==> src/rtl/baser_rx_pkg.sv <==
// 10GBASE-R receive definitions for widths, sync headers, block types, frame states and CRC-32
package baser_rx_pkg;

    localparam int data_w = 32;
    localparam int keep_w = data_w / 8;

    localparam logic [1:0] sync_data = 2'b10;
    localparam logic [1:0] sync_ctrl = 2'b01;

    // upper nibble is unique per type, terminate types are 8h..fh
    typedef enum logic [7:0] {
        ctrl     = 8'h1e,
        os_4     = 8'h2d,
        start_4  = 8'h33,
        os_start = 8'h66,
        os_04    = 8'h55,
        start_0  = 8'h78,
        os_0     = 8'h4b,
        term_0   = 8'h87,
        term_1   = 8'h99,
        term_2   = 8'haa,
        term_3   = 8'hb4,
        term_4   = 8'hcc,
        term_5   = 8'hd2,
        term_6   = 8'he1,
        term_7   = 8'hff
    } block_type_t;

    typedef enum logic [1:0] {
        st_idle,
        st_preamble,
        st_payload,
        st_last
    } rx_state_t;

    localparam logic [7:0] eth_pre = 8'h55;
    localparam logic [7:0] eth_sfd = 8'hd5;

    // reflected polynomial, state preset to all ones with no final inversion
    localparam logic [31:0] crc_poly = 32'hedb88320;

    // state after a good FCS whose last byte sits on lane 0..3, upper lanes zero padded
    localparam logic [31:0] crc_residue_lane [keep_w] = '{
        32'h62932081,
        32'h4e3d5e5c,
        32'h39dd08e2,
        32'hdebb20e3
    };

endpackage

==> src/rtl/baser_block_decoder.sv <==
// 64b/66b half-block decoder that finds frame boundaries and framing errors and aligns frame words
module baser_block_decoder (
    input  logic                              clk,
    input  logic                              reset_crc,
    input  logic [baser_rx_pkg::data_w-1:0]   rx_data,
    input  logic [1:0]                        rx_hdr,
    input  logic                              rx_hdr_valid,
    output logic [baser_rx_pkg::data_w-1:0]   crc_data,
    output logic [baser_rx_pkg::data_w-1:0]   out_data,
    output logic                              frame_start,
    output logic                              term_present,
    output logic                              term_first,
    output logic [1:0]                        term_lane,
    output logic                              framing_error
);

    logic [baser_rx_pkg::data_w-1:0] rx_data_reg;
    logic [1:0]                      rx_hdr_reg;
    logic                            rx_hdr_valid_reg;

    logic [baser_rx_pkg::data_w-1:0] data_d0;
    logic [baser_rx_pkg::data_w-1:0] data_d1;
    logic [baser_rx_pkg::data_w-1:0] data_d2;

    logic start_alt;
    logic start_d0;
    logic start_d1;
    logic start_d2;

    // terminate found in the upper half, reported with the following word
    logic       term_alt_present;
    logic       term_alt_first;
    logic [1:0] term_alt_lane;

    logic frame_open;

    function automatic logic [3:0] type_nib(input baser_rx_pkg::block_type_t bt);
        return bt[7:4];
    endfunction

    // clear the bytes from the terminate lane upwards
    function automatic logic [31:0] zero_from(input logic [31:0] word, input logic [1:0] lane);
        return word & ~(32'hffffffff << (8 * lane));
    endfunction

    assign crc_data    = data_d0;
    assign out_data    = data_d2;
    assign frame_start = start_d2;

    always_ff @(posedge clk) begin
        rx_data_reg      <= rx_data;
        rx_hdr_reg       <= rx_hdr;
        rx_hdr_valid_reg <= rx_hdr_valid;

        data_d0 <= rx_data_reg;
        data_d1 <= data_d0;
        data_d2 <= data_d1;

        start_alt <= 1'b0;
        start_d0  <= start_alt;
        start_d1  <= start_d0;
        start_d2  <= start_d1;

        term_alt_present <= 1'b0;
        term_alt_first   <= 1'b0;
        term_alt_lane    <= 2'd0;
        term_present     <= term_alt_present;
        term_first       <= term_alt_first;
        term_lane        <= term_alt_lane;

        framing_error <= 1'b0;

        if (rx_hdr_valid_reg) begin
            if (rx_hdr_reg == baser_rx_pkg::sync_data) begin
                framing_error <= !frame_open;
            end else if (rx_hdr_reg == baser_rx_pkg::sync_ctrl) begin
                // for terminate types the low two nibble bits give the lane within the half
                case (rx_data_reg[7:4])
                    type_nib(baser_rx_pkg::start_0): begin
                        start_d0      <= 1'b1;
                        framing_error <= frame_open;
                        frame_open    <= 1'b1;
                    end
                    type_nib(baser_rx_pkg::start_4), type_nib(baser_rx_pkg::os_start): begin
                        start_alt     <= 1'b1;
                        framing_error <= frame_open;
                        frame_open    <= 1'b1;
                    end
                    type_nib(baser_rx_pkg::term_0), type_nib(baser_rx_pkg::term_1),
                    type_nib(baser_rx_pkg::term_2), type_nib(baser_rx_pkg::term_3): begin
                        data_d0       <= zero_from(rx_data_reg >> 8, rx_data_reg[5:4]);
                        term_present  <= 1'b1;
                        term_first    <= rx_data_reg[5:4] == 2'd0;
                        term_lane     <= rx_data_reg[5:4];
                        framing_error <= !frame_open;
                        frame_open    <= 1'b0;
                    end
                    type_nib(baser_rx_pkg::term_4), type_nib(baser_rx_pkg::term_5),
                    type_nib(baser_rx_pkg::term_6), type_nib(baser_rx_pkg::term_7): begin
                        // borrow byte 4 from the half-block still at the input
                        data_d0          <= {rx_data[7:0], rx_data_reg[31:8]};
                        term_alt_present <= 1'b1;
                        term_alt_first   <= rx_data_reg[5:4] == 2'd0;
                        term_alt_lane    <= rx_data_reg[5:4];
                        framing_error    <= !frame_open;
                        frame_open       <= 1'b0;
                    end
                    type_nib(baser_rx_pkg::ctrl), type_nib(baser_rx_pkg::os_4),
                    type_nib(baser_rx_pkg::os_04), type_nib(baser_rx_pkg::os_0): begin
                        framing_error <= frame_open;
                        frame_open    <= 1'b0;
                    end
                    default: begin
                        // unknown block type closes the frame as well
                        framing_error <= frame_open;
                        frame_open    <= 1'b0;
                    end
                endcase
            end else begin
                framing_error <= frame_open;
                frame_open    <= 1'b0;
            end
        end else if (term_alt_present) begin
            data_d0 <= zero_from(rx_data_reg >> 8, term_alt_lane);
        end

        if (reset_crc) begin
            rx_hdr_valid_reg <= 1'b0;
            start_alt        <= 1'b0;
            start_d0         <= 1'b0;
            start_d1         <= 1'b0;
            start_d2         <= 1'b0;
            term_alt_present <= 1'b0;
            term_alt_first   <= 1'b0;
            term_present     <= 1'b0;
            term_first       <= 1'b0;
            framing_error    <= 1'b0;
            frame_open       <= 1'b0;
        end
    end

endmodule

==> src/rtl/baser_rx.sv <==
// 10GBASE-R frame receiver from 32-bit half-blocks to an Ethernet byte stream with status pulses
module baser_rx (
    input  logic                              clk,
    input  logic                              reset_crc,
    input  logic [baser_rx_pkg::data_w-1:0]   rx_data,
    input  logic [1:0]                        rx_hdr,
    input  logic                              rx_hdr_valid,
    output logic [baser_rx_pkg::data_w-1:0]   rx_tdata,
    output logic [baser_rx_pkg::keep_w-1:0]   rx_tkeep,
    output logic                              rx_tvalid,
    output logic                              rx_tlast,
    output logic                              rx_tuser,
    output logic                              stat_pkt_good,
    output logic                              stat_pkt_bad,
    output logic                              stat_err_bad_fcs,
    output logic                              stat_err_framing,
    output logic                              stat_err_preamble,
    output logic [15:0]                       stat_pkt_len
);

    logic [baser_rx_pkg::data_w-1:0] crc_data;
    logic [baser_rx_pkg::data_w-1:0] out_data;
    logic                            frame_start;
    logic                            term_present;
    logic                            term_first;
    logic [1:0]                      term_lane;
    logic                            framing_error;
    logic [baser_rx_pkg::keep_w-1:0] crc_match;
    logic                            crc_clear;

    baser_block_decoder u_decoder (
        .clk           (clk),
        .reset_crc     (reset_crc),
        .rx_data       (rx_data),
        .rx_hdr        (rx_hdr),
        .rx_hdr_valid  (rx_hdr_valid),
        .crc_data      (crc_data),
        .out_data      (out_data),
        .frame_start   (frame_start),
        .term_present  (term_present),
        .term_first    (term_first),
        .term_lane     (term_lane),
        .framing_error (framing_error)
    );

    eth_fcs_check u_fcs (
        .clk       (clk),
        .reset_crc (reset_crc),
        .crc_data  (crc_data),
        .crc_clear (crc_clear),
        .crc_match (crc_match)
    );

    baser_rx_frame_fsm u_fsm (
        .clk               (clk),
        .reset_crc         (reset_crc),
        .out_data          (out_data),
        .frame_start       (frame_start),
        .term_present      (term_present),
        .term_first        (term_first),
        .term_lane         (term_lane),
        .framing_error     (framing_error),
        .crc_match         (crc_match),
        .crc_clear         (crc_clear),
        .rx_tdata          (rx_tdata),
        .rx_tkeep          (rx_tkeep),
        .rx_tvalid         (rx_tvalid),
        .rx_tlast          (rx_tlast),
        .rx_tuser          (rx_tuser),
        .stat_pkt_good     (stat_pkt_good),
        .stat_pkt_bad      (stat_pkt_bad),
        .stat_err_bad_fcs  (stat_err_bad_fcs),
        .stat_err_framing  (stat_err_framing),
        .stat_err_preamble (stat_err_preamble),
        .stat_pkt_len      (stat_pkt_len)
    );

endmodule

==> src/rtl/baser_rx_frame_fsm.sv <==
// Receive frame FSM that strips the preamble, drives the output stream and reports frame status
module baser_rx_frame_fsm (
    input  logic                              clk,
    input  logic                              reset_crc,
    input  logic [baser_rx_pkg::data_w-1:0]   out_data,
    input  logic                              frame_start,
    input  logic                              term_present,
    input  logic                              term_first,
    input  logic [1:0]                        term_lane,
    input  logic                              framing_error,
    input  logic [baser_rx_pkg::keep_w-1:0]   crc_match,
    output logic                              crc_clear,
    output logic [baser_rx_pkg::data_w-1:0]   rx_tdata,
    output logic [baser_rx_pkg::keep_w-1:0]   rx_tkeep,
    output logic                              rx_tvalid,
    output logic                              rx_tlast,
    output logic                              rx_tuser,
    output logic                              stat_pkt_good,
    output logic                              stat_pkt_bad,
    output logic                              stat_err_bad_fcs,
    output logic                              stat_err_framing,
    output logic                              stat_err_preamble,
    output logic [15:0]                       stat_pkt_len
);

    baser_rx_pkg::rx_state_t state;

    // terminate seen on lanes 1..3, one more full word before the last beat
    logic        term_wait;
    logic [1:0]  lane_reg;
    logic        crc_ok;
    logic        pre_ok;
    logic [15:0] len_reg;
    logic [2:0]  len_add;
    logic [15:0] len_sum;

    assign len_add = (state == baser_rx_pkg::st_last && lane_reg != 2'd0) ?
                     {1'b0, lane_reg} : 3'd4;
    assign len_sum = (&len_reg[15:2]) ? 16'hffff : len_reg + 16'(len_add);

    always_ff @(posedge clk) begin
        rx_tdata          <= out_data;
        rx_tkeep          <= '1;
        rx_tvalid         <= 1'b0;
        rx_tlast          <= 1'b0;
        rx_tuser          <= 1'b0;
        stat_pkt_good     <= 1'b0;
        stat_pkt_bad      <= 1'b0;
        stat_err_bad_fcs  <= 1'b0;
        stat_err_framing  <= 1'b0;
        stat_err_preamble <= 1'b0;
        stat_pkt_len      <= 16'd0;
        crc_clear         <= 1'b0;

        case (state)
            baser_rx_pkg::st_idle: begin
                crc_clear <= 1'b1;
                term_wait <= 1'b0;
                len_reg   <= 16'd0;
                pre_ok    <= out_data[31:8] == {3{baser_rx_pkg::eth_pre}};
                if (framing_error) begin
                    stat_err_framing <= 1'b1;
                end else if (frame_start) begin
                    crc_clear <= 1'b0;
                    state     <= baser_rx_pkg::st_preamble;
                end
            end
            baser_rx_pkg::st_preamble: begin
                // SFD word is checked and dropped
                len_reg <= 16'd0;
                pre_ok  <= pre_ok && out_data == {baser_rx_pkg::eth_sfd,
                                                  {3{baser_rx_pkg::eth_pre}}};
                if (framing_error) begin
                    stat_err_framing <= 1'b1;
                    crc_clear        <= 1'b1;
                    state            <= baser_rx_pkg::st_idle;
                end else begin
                    state <= baser_rx_pkg::st_payload;
                end
            end
            baser_rx_pkg::st_payload: begin
                rx_tvalid <= 1'b1;
                len_reg   <= len_sum;
                if (term_wait) begin
                    crc_ok <= crc_match[lane_reg - 2'd1];
                    state  <= baser_rx_pkg::st_last;
                end else if (framing_error) begin
                    rx_tlast          <= 1'b1;
                    rx_tuser          <= 1'b1;
                    stat_pkt_bad      <= 1'b1;
                    stat_err_framing  <= 1'b1;
                    stat_err_preamble <= !pre_ok;
                    stat_pkt_len      <= len_sum;
                    crc_clear         <= 1'b1;
                    state             <= baser_rx_pkg::st_idle;
                end else if (term_first) begin
                    // the word after this one is full and holds the end of the FCS
                    lane_reg <= 2'd0;
                    crc_ok   <= crc_match[3];
                    state    <= baser_rx_pkg::st_last;
                end else if (term_present) begin
                    lane_reg  <= term_lane;
                    term_wait <= 1'b1;
                end
            end
            baser_rx_pkg::st_last: begin
                rx_tvalid <= 1'b1;
                rx_tlast  <= 1'b1;
                if (lane_reg != 2'd0) begin
                    rx_tkeep <= ~(4'b1111 << lane_reg);
                end
                rx_tuser          <= !crc_ok;
                stat_pkt_good     <= crc_ok;
                stat_pkt_bad      <= !crc_ok;
                stat_err_bad_fcs  <= !crc_ok;
                stat_err_preamble <= !pre_ok;
                stat_pkt_len      <= len_sum;
                crc_clear         <= 1'b1;
                state             <= baser_rx_pkg::st_idle;
            end
        endcase

        if (reset_crc) begin
            state             <= baser_rx_pkg::st_idle;
            term_wait         <= 1'b0;
            crc_clear         <= 1'b1;
            rx_tvalid         <= 1'b0;
            stat_pkt_good     <= 1'b0;
            stat_pkt_bad      <= 1'b0;
            stat_err_bad_fcs  <= 1'b0;
            stat_err_framing  <= 1'b0;
            stat_err_preamble <= 1'b0;
        end
    end

endmodule

==> src/rtl/eth_fcs_check.sv <==
// Ethernet FCS checker running CRC-32 over 32-bit words and matching the per-lane residues
module eth_fcs_check (
    input  logic                              clk,
    input  logic                              reset_crc,
    input  logic [baser_rx_pkg::data_w-1:0]   crc_data,
    input  logic                              crc_clear,
    output logic [baser_rx_pkg::keep_w-1:0]   crc_match
);

    logic [31:0] crc_state;
    logic [31:0] crc_start;
    logic [31:0] crc_next;

    // one bit per step, lsb of byte 0 first
    function automatic logic [31:0] crc_step(input logic [31:0] state, input logic [31:0] data);
        logic [31:0] s;
        s = state;
        for (int i = 0; i < 32; i++) begin
            if (s[0] ^ data[i]) begin
                s = (s >> 1) ^ baser_rx_pkg::crc_poly;
            end else begin
                s = s >> 1;
            end
        end
        return s;
    endfunction

    // crc_clear restarts the CRC with the word at crc_data as the first one
    assign crc_start = crc_clear ? 32'hffffffff : crc_state;
    assign crc_next  = crc_step(crc_start, crc_data);

    always_ff @(posedge clk) begin
        crc_state <= crc_next;

        for (int i = 0; i < baser_rx_pkg::keep_w; i++) begin
            crc_match[i] <= crc_next == baser_rx_pkg::crc_residue_lane[i];
        end

        if (reset_crc) begin
            crc_state <= 32'hffffffff;
            crc_match <= '0;
        end
    end

endmodule

==> config.mk <==
export PLATFORM = sky130hd
export DESIGN_NAME = baser_rx
export DESIGN_NICKNAME = d
export VERILOG_FILES = /design/src/rtl/baser_rx_pkg.sv /design/src/rtl/baser_block_decoder.sv /design/src/rtl/baser_rx.sv /design/src/rtl/baser_rx_frame_fsm.sv /design/src/rtl/eth_fcs_check.sv
export SDC_FILE = /design/constraint.sdc
export NUM_CORES = 1
export LEC_CHECK = 0
export ABC_AREA = 1
export BUFFER_PORTS_ARGS = -buffer_cell sky130_fd_sc_hd__buf_2
export CORE_ASPECT_RATIO = 0.8
export CORE_UTILIZATION = 30
export CTS_CLUSTER_SIZE = 24
export DETAILED_ROUTE_END_ITERATION = 6
export PLACE_DENSITY = 0.48
export SETUP_SLACK_MARGIN = 0.1
export SYNTH_ARGS = -nofsm -noshare
export SYNTH_HDL_FRONTEND = slang
export SYNTH_SLANG_ARGS = --single-unit
export TNS_END_PERCENT = 100
==> constraint.sdc <==
create_clock -name clk -period 4.2 [get_ports clk]
set_input_delay 0.21 -clock clk [delete_from_list [all_inputs] [get_ports clk]]
set_output_delay 0.21 -clock clk [all_outputs]
set_load 0.03 [all_outputs]
# Word level (Yosys, flattened, before mapping)
# Cells that the tools add are included.
totals:
  ff_bits: 265
  latch_bits: 0
  ram_bits: 0
  mem_bits_ro: 0
  out_inout_bits: 60
  memories: 0
classes:
  add_sub_neg: 2
  n_mul: 0
  div_mod_pow: 0
  magnitude_cmp: 1
  eq_ne: 26
  n_shift: 3
  mux: 98
  bitwise_logic: 76
  n_reduce_logical: 31
ops:
  columns: ["op", "count"]
  rows:
  - ["$mux 32", 37]
  - ["$not 13->14", 32]
  - ["$and 24x32->32", 2]
  - ["$eq 32x31->1 const B", 2]
  - ["$eq 32x32->1 const B", 2]
  - ["$not 32->32", 2]
  - ["$pmux 16 s2", 2]
  - ["$pmux 32 s2", 1]
  - ["$shl 32x5->32 const A", 2]
  - ["$mux 16", 3]
  - ["$mux 1", 34]
  - ["$eq 32x30->1 const B", 1]
  - ["$eq 4x4->1 const B", 8]
  - ["$xor 1x1->1", 32]
  - ["$eq 24x23->1 const B", 1]
  - ["$mux 2", 11]
  - ["$add 16x3->16", 1]
  - ["$reduce_or 4->1", 4]
  - ["$reduce_and 14->1", 1]
  - ["$pmux 1 s2", 6]
  - ["$reduce_bool 2->1", 6]
  - ["$reduce_or 2->1", 5]
  - ["$eq 4x3->1 const B", 2]
  - ["$pmux 2 s4", 1]
  - ["other kinds (23)", 39]

# Logic depth before layout (Yosys ltp)
depth:
  word_depth: 66
  ltp_mapped: 37
  depth_no_buf: 35

# By module
# A second synthesis with hierarchy kept.
unflattened:
  hier_cells: 2139
  area_unflattened_um2: 14008.4
modules_own_cells:
  columns: ["mod", "instances", "cells_per_inst", "area_per_inst_um2"]
  rows:
  - ["eth_fcs_check", 1, 1420, 7003.0]
  - ["baser_block_decoder", 1, 372, 3888.7]
  - ["baser_rx_frame_fsm", 1, 347, 3116.7]

# Worst setup path after synthesis
# Ideal clock, no wire load.
synth_timing:
  path_type: "reg2reg"
  startpoint: "register u_fsm.crc_clear"
  endpoint: "register u_fcs.crc_match[0] (netlist name)"
  setup_ps: 64
  t_arrival_ps: 3322
  t_required_ps: 4136
  slack_ps: 814
  path_stages_with_launch: 36
  synth_period_minus_slack_ps: 3386
  path_cell_list: "dfxtp_1 buf_6 buf_12 o21bai_4 nand2_4 nand2_1 inv_2 nor2_1 nand2_2 nand2_4 nand2_1 nand2_1 nand2_2 nand2_4 nand2_2 nand2_4 inv_2 nand2_2 nand2_1 nand2_2 nand2_4 nand2_2 nand2_1 nand2_2 nand2_4 inv_2 buf_6 ha_1 nand2_1 a21oi_1 nand3_1 nor2_1 nand3_1 nor2_1 nand2_1 nor2_1"
synth_between:
  elab_chain_cells: 49
synth_lines:
  columns: ["element", "line_no", "source"]
  rows:
  - ["from (decl)", "baser_rx_frame_fsm.sv:12", "output logic crc_clear,"]
  - ["from (signal assigned)", "baser_rx_frame_fsm.sv:53", "crc_clear <= 1'b0;"]
  - ["from (signal assigned)", "baser_rx_frame_fsm.sv:57", "crc_clear <= 1'b1;"]
  - ["from (signal assigned)", "baser_rx_frame_fsm.sv:64", "crc_clear <= 1'b0;"]
  - ["$mux 32 (*)", "eth_fcs_check.sv:29", "assign crc_start = crc_clear ? 32'hffffffff : crc_state;"]
  - ["$xor 1x1->1 or $not 13->14 (tied branches)", null, null]
  - ["$mux 32 (*) (3 in a row)", "eth_fcs_check.sv:19", "if (s[0] ^ data[i]) begin"]
  - ["$not 13->14 (no line) or $mux 32 (tied branches)", null, null]
  - ["$mux 32 (*) (6 in a row)", "eth_fcs_check.sv:19", null]
  - ["$xor 1x1->1 or $mux 32 (tied branches)", "eth_fcs_check.sv:19", null]
  - ["$mux 32 (*)", "eth_fcs_check.sv:19", null]
  - ["$not 13->14 (no line) or $xor 1x1->1 (tied branches)", null, null]
  - ["(+25 left out)", null, null]
  - ["$mux 32 (*) (2 in a row)", "eth_fcs_check.sv:19", null]
  - ["$not 13->14 (no line) or $mux 32 (tied branches)", null, null]
  - ["$mux 32 (*)", "eth_fcs_check.sv:19", null]
  - ["$not 13->14 (no line)", null, null]
  - ["$mux 32 (*)", "eth_fcs_check.sv:19", null]
  - ["$not 13->14 (no line)", null, null]
  - ["$mux 32 (*)", "eth_fcs_check.sv:19", null]
  - ["$eq 32x31->1 (*)", "eth_fcs_check.sv:36", "crc_match[i] <= crc_next == baser_rx_pkg::crc_residue_lane[i];"]
  - ["to (signal, indexed assignment)", "eth_fcs_check.sv:36", null]
  - ["to (decl)", "eth_fcs_check.sv:7", "output logic [baser_rx_pkg::keep_w-1:0] crc_match"]
# Mark *: on every way between the ends. The rest lies on a longest branch, timed or not.
# A chain may end at the register's enable or synchronous reset.

# Worst setup path in the final report
layout_timing:
  startpoint: "register u_fsm.crc_clear"
  endpoint: "register u_fcs.crc_match[2] (netlist name)"
layout_between:
  elab_chain_cells: 49
layout_lines:
  columns: ["element", "line_no"]
  rows:
  - ["$mux 32 (*)", "eth_fcs_check.sv:29"]
  - ["$xor 1x1->1 or $not 13->14 (tied branches)", null]
  - ["$mux 32 (*) (3 in a row)", "eth_fcs_check.sv:19"]
  - ["$not 13->14 (no line) or $mux 32 (tied branches)", null]
  - ["$mux 32 (*) (6 in a row)", "eth_fcs_check.sv:19"]
  - ["$xor 1x1->1 or $mux 32 (tied branches)", "eth_fcs_check.sv:19"]
  - ["$mux 32 (*)", "eth_fcs_check.sv:19"]
  - ["$not 13->14 (no line) or $xor 1x1->1 (tied branches)", null]
  - ["(+25 left out)", null]
  - ["$mux 32 (*) (2 in a row)", "eth_fcs_check.sv:19"]
  - ["$not 13->14 (no line) or $mux 32 (tied branches)", null]
  - ["$mux 32 (*)", "eth_fcs_check.sv:19"]
  - ["$not 13->14 (no line)", null]
  - ["$mux 32 (*)", "eth_fcs_check.sv:19"]
  - ["$not 13->14 (no line)", null]
  - ["$mux 32 (*)", "eth_fcs_check.sv:19"]
  - ["$eq 32x30->1 (*)", "eth_fcs_check.sv:36"]
# Marked as above.

==> impl_metrics.toml <==
[outcome]
run_status = "finished clean"

[timing]
timing.final.hold_violations = 0
skew_final_ns = 0.0237
grt_setup_unrepaired = "yes"
slew_viol_final = 0
final_period_minus_worst_setup_slack_ns = 3.88
achievable-frequency_mhz = 258
maxSlewHeadroom_pct = 24.6
setup-violations-final = 0
timing_worst_slew_pin_value_ns = 1.12
setup_ws_ns = 0.319
final_period_utilization_pct = 92.4

[critical_path]
ff2ff_setup_slack_ns = 0.32
critPathCapture = "u_fcs.crc_match[2]"
path_class = "flop to flop"
cp_common_cell = "sky130_fd_sc_hd__nand2_1"
crit_arrival_ns = 4.34
startpoint = "u_fsm.crc_clear"
critPathRequiredTime_ns = 4.66
critPathMaxFanout = 13
critical-path-max-stage-delay_ns = 0.38
reg2regPathDepth = 31
critical-path-slowest-cell = "sky130_fd_sc_hd__dfxtp_4"
cp-end-kind = "flop"
r2r_start = "u_fsm.crc_clear"
terminus_of_the_critical_flop_to_flop_path = "u_fcs.crc_match[2]"
crit_path_start_kind = "flop"

[worst_hold_path]
worst_hold_path_type = "primary input to flop"

[synthesis]
netlist_area_um2 = 13700
ys.flop_type = "sky130_fd_sc_hd__dfxtp_1"
yosysWarnings = 0
netlist_instances = 1966
synth_largest_area_cell = "sky130_fd_sc_hd__dfxtp_1"
netlist.area_leader.share_pct = 35.9
syn_nets = 2012
synth.area.top_cells = "sky130_fd_sc_hd__dfxtp_1, sky130_fd_sc_hd__nand2_1, sky130_fd_sc_hd__nand3_1"
syn_avg_cell_area_um2 = 6.95
post_synth_num_cell_types = 50
seq_area_frac_synth_pct = 40.3
synth-seq-cells = 265
synth_enable_flop_cells = 20
async_reset_ff_share_pct = 0

[grt]
first_global_vias = 11900
grt-busiest-layer = "met1"
gr-total-overflow = 0
grtUsageMet1_pct = 31.5
gr-usage-met3_pct = 2.85
grt_pass1_wl_mm = 70.7
grt_start_max_net_pins = 33
globalRouteMet2Util_pct = 29.3
grt_antenna_before_repair = 1
grtUsageTotal_pct = 20.3

[clock_tree]
tritoncts_clock_tree = "yes"
clkLatencyLatePin_ns = 0.54
cts.clk_slew.worst_paths_ns = 0.07
tritoncts.num_buffers = 24
htreeDepth = 1
clk_root_buffer_cell = "sky130_fd_sc_hd__clkbuf_16"
clockBufferDepth = 3
numClockSinks = 265

[routing]
routed_via_density = 4.66
detail_route.drc_violations = 0
ant_nets = 0
via_count = 13100
detail_route.wl_per_cell_um = 17.0
drt_first_pass_iters = 7
routed_wl_mm = 47.8
drt_iter0_drc = 973

[floorplanning]
start_util_pct = 30.6
fp.dieH_um = 193
die_w_um = 241
io_pins = 97
rows = 69
floorplan.core_area_um2 = 44700
die_area_um2 = 46400

[placement]
pre_cts_ws_ns = 0.00279
gpl.final_weighted_congestion = 0.925
place.detailed.hpwl_mm = 38.0
numPortBuffers = 96

[final_layout]
insertedDiodeCount = 0
area.growth.synth_to_final_pct = 27.4
net_count_of_the_finished_layout = 2244
drive_above_1_share_pct = 24.7

[run]
max_cap_viol_count = 0
==> per-stage QoR <==
stage	util (%)	instances	setup TNS [ns]	hold slack [ns]	instance area [µm²]
final	39.0	2819	0	0.109	17400
after global routing	39.0	2819	-0.00636	0.126	17400
after detailed placement	33.8	2688	0	0.312	15100
after CTS	36.5	2768	0	0.0945	16300
after global placement	33.8	2688	0	0.310	15100
after floorplan	-	1966	0	0.238	13700
==> worst min path at each step <==
stage                               start                       end  slack (ns)  cells past startpoint
floorplan                      rx_data[0]  u_decoder.rx_data_reg[0]        0.24                      0
global placement     u_decoder.data_d1[9]     u_decoder.out_data[9]        0.31                      0
detailed placement  u_decoder.data_d1[20]    u_decoder.out_data[20]        0.31                      0
CTS                             reset_crc        u_decoder.start_d1        0.09                      2
global route                    reset_crc    u_fsm.stat_err_bad_fcs        0.13                      2
finish                          reset_crc        u_decoder.start_d1        0.11                      2
==> metal layers <==
layer | vias up | routed length, µm
met5 | - | 0
met4 | 0 | 804
met3 | 45 | 2880
met2 | 397 | 19300
met1 | 6104 | 24900
li1 | 6603 | -
==> cells by family (layout without fill, tap and decap cells) <==
kind of cell / after synthesis / in the layout / synth area share, %
compound gates: 95 / 95 / 4.23
simple gates: 1255 / 1258 / 42.0
fa+ha+maj: 9 / 9 / 0.879
buf+inv: 277 / 524 / 8.31
flops: 265 / 265 / 40.3
xor+xnor: 64 / 64 / 4.26
other cells: 1 / 1 / 0.0274
==> synth_stat cells, types with 9 or more instances <==
master / instances
sky130_fd_sc_hd__inv_1: 222
sky130_fd_sc_hd__nand2_2: 77
sky130_fd_sc_hd__nand3_2: 13
sky130_fd_sc_hd__o21ai_0: 23
sky130_fd_sc_hd__nor2_1: 143
sky130_fd_sc_hd__nand3b_1: 9
sky130_fd_sc_hd__dfxtp_1: 245
sky130_fd_sc_hd__nand4_1: 11
sky130_fd_sc_hd__clkbuf_1: 9
sky130_fd_sc_hd__o22ai_1: 24
sky130_fd_sc_hd__xor2_1: 41
sky130_fd_sc_hd__edfxtp_1: 20
sky130_fd_sc_hd__a21oi_1: 25
sky130_fd_sc_hd__nor2_2: 11
sky130_fd_sc_hd__xnor2_1: 20
sky130_fd_sc_hd__inv_2: 27
sky130_fd_sc_hd__nand2_1: 714
sky130_fd_sc_hd__nand3_1: 207
sky130_fd_sc_hd__nor3_1: 9
sky130_fd_sc_hd__nor2_4: 9
sky130_fd_sc_hd__nand2_4: 28
==> what timing repair did <==
| item | in CTS | in global routing |
|---|---|---|
| resized for setup | 1 | 175 |
| endpoints found under the hold margin | 43 | 0 |
| buffers inserted | 1 | 48 |
| pin swaps | 0 | 36 |
| hold buffers | 35 | 0 |
| endpoints found under the setup margin | 4 | 10 |
| gates cloned | 0 | 3 |
==> layout by cell type (no fill, tap or decap), types with 9 or more instances in the layout <==
cell / synthesis / final
sky130_fd_sc_hd__inv_1: 222 / 217
sky130_fd_sc_hd__nand3_1: 207 / 188
sky130_fd_sc_hd__o22ai_1: 24 / 24
sky130_fd_sc_hd__o21ai_0: 23 / 23
sky130_fd_sc_hd__nor2_4: 9 / 11
sky130_fd_sc_hd__nor2_2: 11 / 17
sky130_fd_sc_hd__xnor2_1: 20 / 19
sky130_fd_sc_hd__nand2_4: 28 / 51
sky130_fd_sc_hd__edfxtp_1: 20 / 20
sky130_fd_sc_hd__nand2_1: 714 / 640
sky130_fd_sc_hd__nand3_2: 13 / 28
sky130_fd_sc_hd__clkbuf_16: 0 / 28
sky130_fd_sc_hd__inv_2: 27 / 26
sky130_fd_sc_hd__buf_4: 0 / 79
sky130_fd_sc_hd__buf_6: 6 / 9
sky130_fd_sc_hd__dlygate4sd3_1: 0 / 35
sky130_fd_sc_hd__a21oi_1: 25 / 23
sky130_fd_sc_hd__xor2_1: 41 / 34
sky130_fd_sc_hd__nand2_2: 77 / 127
sky130_fd_sc_hd__nor2_1: 143 / 136
sky130_fd_sc_hd__nand3b_1: 9 / 9
sky130_fd_sc_hd__buf_2: 2 / 96
sky130_fd_sc_hd__nand4_1: 11 / 11
sky130_fd_sc_hd__dfxtp_1: 245 / 240
==> layout make-up <==
class	instances	area (µm²)
clock inverter	11	134
timing repair buffer	225	1640
multi-input combinational	1427	7650
tap	603	754
inverter	255	986
sequential	265	5510
clock buffer	33	749
fill	4788	27300
==> critical path, delay by kind of cell (launching register included) <==
kind	cells	cell delay [ns]
flops	1	0.38
buf+inv	12	1.40
xor+xnor	1	0.14
simple gates	18	1.88
Power is not shown: default switching activity piles up to over one toggle a cycle in this logic, so the estimate is an artifact.
